File: src/source/video_cfg.svh
`ifndef VIDEO_CFG_SVH
`define VIDEO_CFG_SVH

// visible screen and line timing
`define LCD_WIDTH 16
`define LCD_LINES 16
`define VBLANK_LINES 2
`define CLOCKS_PER_LINE 24

// tile and map geometry
`define TILE_SIZE 8
`define TILE_BYTES 16
`define NUM_TILES 16
`define MAP_TILES 4
`define BG_SIZE (`MAP_TILES * `TILE_SIZE)

// sprite table
`define NUM_SPRITES 4
`define MAX_SPRITES_PER_LINE 2

// bus address map
`define TILES_ADDR 9'h000
`define TILES_BYTES 256
`define MAP_ADDR 9'h100
`define MAP_BYTES 16
`define OAM_ADDR 9'h110
`define OAM_BYTES 16
`define PALETTE_ADDR 9'h120
`define SCROLL_ADDR 9'h122
`define LCDC_ADDR 9'h124
`define STAT_ADDR 9'h125

`endif

File: src/source/videoTypes.sv
package videoTypes;

`include "video_cfg.svh"

   typedef logic [8:0] busAddrT;
   typedef logic [7:0] byteT;
   typedef logic [1:0] colorT;
   typedef logic [7:0] coordT;

   typedef enum logic [1:0] {
      renderHblank = 2'd0,
      renderVblank = 2'd1,
      renderActive = 2'd2
   } lcdModeT;

   typedef struct packed {
      logic [5:0] reserved;
      logic spriteEnable;
      logic lcdEnable;
   } lcdControlT;

   typedef struct packed {
      byteT spare;
      byteT tileIndex;
      byteT xPosition;
      byteT yPosition;
   } spriteAttrT;

   // byte 2r is the low plane of row r, byte 2r+1 the high plane
   typedef byteT [`TILE_BYTES-1:0] tileT;

   typedef struct packed {
      tileT [`NUM_TILES-1:0] tiles;
      byteT [`MAP_TILES*`MAP_TILES-1:0] tileMap;
      spriteAttrT [`NUM_SPRITES-1:0] sprites;
      byteT bgPalette;
      byteT spritePalette;
      byteT scrollX;
      byteT scrollY;
      lcdControlT lcdControl;
   } videoStateT;

   typedef struct packed {
      coordT x;
      coordT y;
      logic active;
   } pixelPosT;

   // pixel 0 sits in bit 7, high plane gives the upper colour bit
   function automatic colorT tilePixel(tileT tile, logic [2:0] row, logic [2:0] col);
      byteT lowPlane;
      byteT highPlane;
      lowPlane = tile[{row, 1'b0}];
      highPlane = tile[{row, 1'b1}];
      return {highPlane[3'd7 - col], lowPlane[3'd7 - col]};
   endfunction

endpackage

File: src/source/lineSequencer.sv
`timescale 1ns/100ps
`include "video_cfg.svh"

module lineSequencer (
   input logic cntrl,
   input logic reset,
   output videoTypes::pixelPosT pos,
   output videoTypes::lcdModeT lcdMode,
   output logic renderComplete
);

   localparam int totalLines = `LCD_LINES + `VBLANK_LINES;

   logic [$clog2(`CLOCKS_PER_LINE)-1:0] clockCount;
   logic [$clog2(totalLines)-1:0] lineCount;
   logic visibleLine;
   logic activeClock;

   always_ff @(posedge cntrl) begin
      if (reset) begin
         clockCount <= '0;
         lineCount <= '0;
      end else if (clockCount == `CLOCKS_PER_LINE - 1) begin
         clockCount <= '0;
         if (lineCount == totalLines - 1) begin
            lineCount <= '0;
         end else begin
            lineCount <= lineCount + 1'b1;
         end
      end else begin
         clockCount <= clockCount + 1'b1;
      end
   end

   assign visibleLine = lineCount < `LCD_LINES;
   assign activeClock = clockCount < `LCD_WIDTH;

   assign pos.x = videoTypes::coordT'(clockCount);
   assign pos.y = videoTypes::coordT'(lineCount);
   assign pos.active = visibleLine && activeClock;

   // vblank covers whole lines, hblank is the tail of a visible line
   assign lcdMode = !visibleLine ? videoTypes::renderVblank :
                    activeClock ? videoTypes::renderActive : videoTypes::renderHblank;
   assign renderComplete = !visibleLine;

endmodule

File: config.mk
export PLATFORM = sky130hd
export DESIGN_NAME = lineSequencer
export DESIGN_NICKNAME = d
export VERILOG_FILES = /design/src/source/videoTypes.sv /design/src/source/lineSequencer.sv
export VERILOG_INCLUDE_DIRS = /design/src /design/src/source
export SDC_FILE = /design/constraint.sdc
export NUM_CORES = 1
export LEC_CHECK = 0
export BUFFER_PORTS_ARGS = -buffer_cell sky130_fd_sc_hd__buf_4
export CORE_AREA = 2 2 41 43
export DETAILED_ROUTE_END_ITERATION = 12
export DIE_AREA = 0 0 43 45
export PLACE_DENSITY = 0.61
export SLEW_MARGIN = 10
export SYNTH_ARGS = -nofsm -noshare
export SYNTH_HDL_FRONTEND = slang
export SYNTH_SLANG_ARGS = --single-unit
File: constraint.sdc
create_clock -name cntrl -period 3.3 [get_ports cntrl]
set_input_delay 0.165 -clock cntrl [delete_from_list [all_inputs] [get_ports cntrl]]
set_output_delay 0.165 -clock cntrl [all_outputs]
set_load 0.005 [all_outputs]
==> flow_summary.rst <==
.. list-table::
   :header-rows: 1

   * - Metric
     - Value
   * - Result of the run
     - completed
   * - Proportion of total power due to net switching
     - 21.5%
   * - CTS tree
     - yes
   * - Area after DPL
     - 604 um2
   * - Pin count of the biggest net entering global routing
     - 11
   * - Int Power
     - 198 uW
   * - Drt wl/cell
     - 11.1 um
   * - Final non-filler cell area
     - 641 um2
   * - Final-layout setup total negative slack
     - 0 ns
   * - Synthesized instance count
     - 57
   * - Count of input and output buffers
     - 15
   * - CTS buffer count
     - 3
   * - Setup Buffers After CTS
     - 0
   * - Endpoint kind of the worst setup timing path
     - register
   * - Count of hold-fix buffers inserted at cts
     - 0
   * - Critical Path Source Type
     - register
   * - Die Outline Area
     - 1940 um2
   * - Instance count after placement with tap cells included
     - 82
   * - Total standard cell area after synthesis
     - 536 um2
   * - Worst voltage drop across the vdd grid
     - 0.193 mV
   * - Layout cell share with drive strength beyond 1
     - 30.0%
   * - Fin. Hold Viols
     - 0
   * - Average vias per placed instance
     - 4.97
   * - Total count of max-transition violations in the final report
     - 0
   * - Via count of the first global-routing pass
     - 316
   * - Critical Path Fanout Max
     - 9
   * - Minimum clock period after layout
     - 1.58 ns
   * - Setup repair after global routing missed its margin
     - false
   * - Horiz. Die Dim
     - 43 um
   * - Total routed wirelength
     - 953 um
   * - RD Place Congestion
     - 0.713
   * - Flop and latch count out of synthesis
     - 10
   * - Synthesized area per cell
     - 9.39 um2
   * - All-layer global routing usage
     - 10.2%
   * - Initial core utilization
     - 36.4%
   * - Number of antenna violations at the first check in global routing
     - 0
   * - Floorplan die height
     - 45 um
   * - Post-synthesis cell type with the largest combined area
     - sky130_fd_sc_hd__dfxtp_1
   * - Final-layout worst hold slack
     - 0.154 ns
   * - Post-CTS clock slew at the launch and capture registers of the worst setup and hold paths
     - 0.07 ns
   * - Critical path type
     - register to register
   * - Worst Path Required
     - 3.48 ns
   * - Ratio of total power to cell area
     - 394 nW/um2
   * - Number of primary I/O pins
     - 22
   * - Clock root cell
     - sky130_fd_sc_hd__clkbuf_4
   * - Post-detailed-route DRC marker count
     - 0
   * - Number of rows created at floorplan
     - 14
   * - Fraction of power consumed by combinational cells
     - 5.7%
   * - Worst endpoint data arrival time
     - 1.76 ns
   * - Post-route non-filler standard cell count
     - 86
   * - Final setup skew
     - 0.000401 ns
   * - Number of filler cells placed in the layout
     - 150
   * - Most common library cell in the layout ignoring fill and taps
     - sky130_fd_sc_hd__buf_4
   * - Top cells by area in the synthesized netlist
     - sky130_fd_sc_hd__dfxtp_1 (37%), sky130_fd_sc_hd__buf_4 (13%), sky130_fd_sc_hd__ha_1 (7.0%)
   * - Max Clock Freq
     - 633 MHz
   * - Sequential element share of the synthesized area
     - 37.4%
   * - Clock Sink Count
     - 10
   * - DR pass1 iterations
     - 4
   * - Overflow after GRT
     - 0
   * - Antenna cells
     - 0
   * - Signed area change from the synthesized netlist to the final layout
     - 19.6%
   * - H-tree Lvls
     - 1
   * - Clk_lat worst skew
     - 0.26 ns
   * - Leakage power
     - 0.000265 uW
   * - DP Wirelength
     - 673 um
   * - Core Area
     - 1470 um2
   * - Number of buffers between clock root and the deepest sink
     - 2
   * - Via Count
     - 427
   * - First-pass GRT wire length
     - 1420 um
   * - Post-Place Setup Slack
     - 1.75 ns
   * - Net count, final
     - 76
   * - Post-route worst setup slack
     - 1.72 ns
   * - Yosys cell types
     - 25
   * - Final clock period utilization by the worst path
     - 47.9%
   * - Part of the total power dissipated in the clock network
     - 43.9%
   * - Number of gates given a new drive strength after cts
     - 0
   * - Antenna Violating Nets Remaining
     - 0
   * - Top library cells by usage in the layout, fill and taps aside
     - sky130_fd_sc_hd__buf_4 (15), sky130_fd_sc_hd__dfxtp_1 (10), sky130_fd_sc_hd__conb_1 (6)
   * - Max_cap viols
     - 0
   * - Switching component of the power
     - 54.3 uW
   * - Flop pwr share
     - 50.4%
   * - Final setup violation count
     - 0
   * - Fraction of synthesized cell area taken by the top area cell type
     - 37.4%
   * - Hold Crit Class
     - input port to register
   * - Synthesis warning total
     - 0
   * - Violation count after the first detailed-routing iteration
     - 6
[final timing paths]
check / depth (start not counted) / to / slack [ns] / startpoint
setup / recovery: 4 / lineCount[4] / 1.72 / clockCount[0]
hold / removal: 2 / lineCount[0] / 0.15 / reset
setup reg to reg: 4 / lineCount[4] / 1.72 / clockCount[0]
hold reg to reg: 1 / clockCount[0] / 0.49 / clockCount[0]
[kinds of logic (layout without fill, tap and decap cells)]
| family | after synthesis | in the layout | share of synthesized area [%] |
|---|---|---|---|
| AND/OR/NAND/NOR | 20 | 20 | 22.2 |
| buffers and inverters | 12 | 20 | 16.1 |
| flip-flops | 10 | 10 | 37.4 |
| AO/OA/AOI/OAI | 9 | 9 | 13.3 |
| adder cells (fa/ha/maj) | 3 | 3 | 7.01 |
| XOR/XNOR | 2 | 2 | 3.27 |
| other | 1 | 6 | 0.700 |
[through the flow]
step / total power [uW] / util (%)
floorplan: 143 / -
global placement: 145 / 41.1
detailed placement: 145 / 41.1
CTS: 257 / 43.5
global route: 264 / 43.5
finish: 252 / 43.5
[worst max-delay path, cell delays in order (launching register included)]
cell and delay, ns:
sky130_fd_sc_hd__dfxtp_1 0.37, sky130_fd_sc_hd__ha_1 0.25, sky130_fd_sc_hd__and4b_1 0.45, sky130_fd_sc_hd__a41oi_2 0.17, sky130_fd_sc_hd__a311oi_2 0.25
[power groups by stage]
stage | Clock, uW | Sequential [uW] | Combinational (uW)
finish | 111 | 127 | 14.4
global route | 120 | 128 | 16.3
CTS | 115 | 127 | 14.6
detailed placement | 0 | 130 | 14.6
global placement | 0 | 130 | 14.7
floorplan | 0 | 130 | 13.0
[layer usage]
| metal | track usage [%] | vias to the layer above | share of wire [%] |
|---|---|---|---|
| met5 | 0 | - | 0 |
| met4 | 9.09 | 0 | 1.7 |
| met3 | 2.40 | 2 | 5.7 |
| met2 | 13.9 | 16 | 46 |
| met1 | 13.2 | 196 | 46 |
| li1 | - | 213 | - |
[sequential cells by signal (all words and copies together) (netlist names)]
name and count:
clockCount 5, lineCount 5
[synthesized netlist by cell type]
cell type / count
sky130_fd_sc_hd__dfxtp_1: 10
sky130_fd_sc_hd__buf_4: 9
sky130_fd_sc_hd__nand2_1: 5
sky130_fd_sc_hd__a21oi_1: 4
sky130_fd_sc_hd__ha_1: 3
sky130_fd_sc_hd__nand3_1: 3
sky130_fd_sc_hd__nand3b_1: 2
sky130_fd_sc_hd__nand4b_1: 2
sky130_fd_sc_hd__nor2_1: 2
sky130_fd_sc_hd__nor3_1: 2
sky130_fd_sc_hd__a311oi_1: 1
sky130_fd_sc_hd__a311oi_2: 1
sky130_fd_sc_hd__a31oi_1: 1
sky130_fd_sc_hd__a41oi_2: 1
sky130_fd_sc_hd__and4b_1: 1
sky130_fd_sc_hd__buf_6: 1
sky130_fd_sc_hd__clkbuf_1: 1
sky130_fd_sc_hd__conb_1: 1
sky130_fd_sc_hd__inv_1: 1
sky130_fd_sc_hd__nand4bb_1: 1
sky130_fd_sc_hd__nor3b_1: 1
sky130_fd_sc_hd__o21ai_0: 1
sky130_fd_sc_hd__or3_1: 1
sky130_fd_sc_hd__xnor2_1: 1
sky130_fd_sc_hd__xor2_1: 1
[final cells by class]
| cell class | count | area (um2) | share of cell area (%) |
|---|---|---|---|
| Clock buffer | 4 | 36.3 | 5.66 |
| Tap cell | 16 | 20.0 | 3.13 |
| Timing Repair Buffer | 15 | 113 | 17.6 |
| Multi-Input combinational cell | 40 | 268 | 41.8 |
| Sequential cell | 10 | 200 | 31.3 |
| Inverter | 1 | 3.75 | 0.586 |
Power figures use the tool's default switching activity.
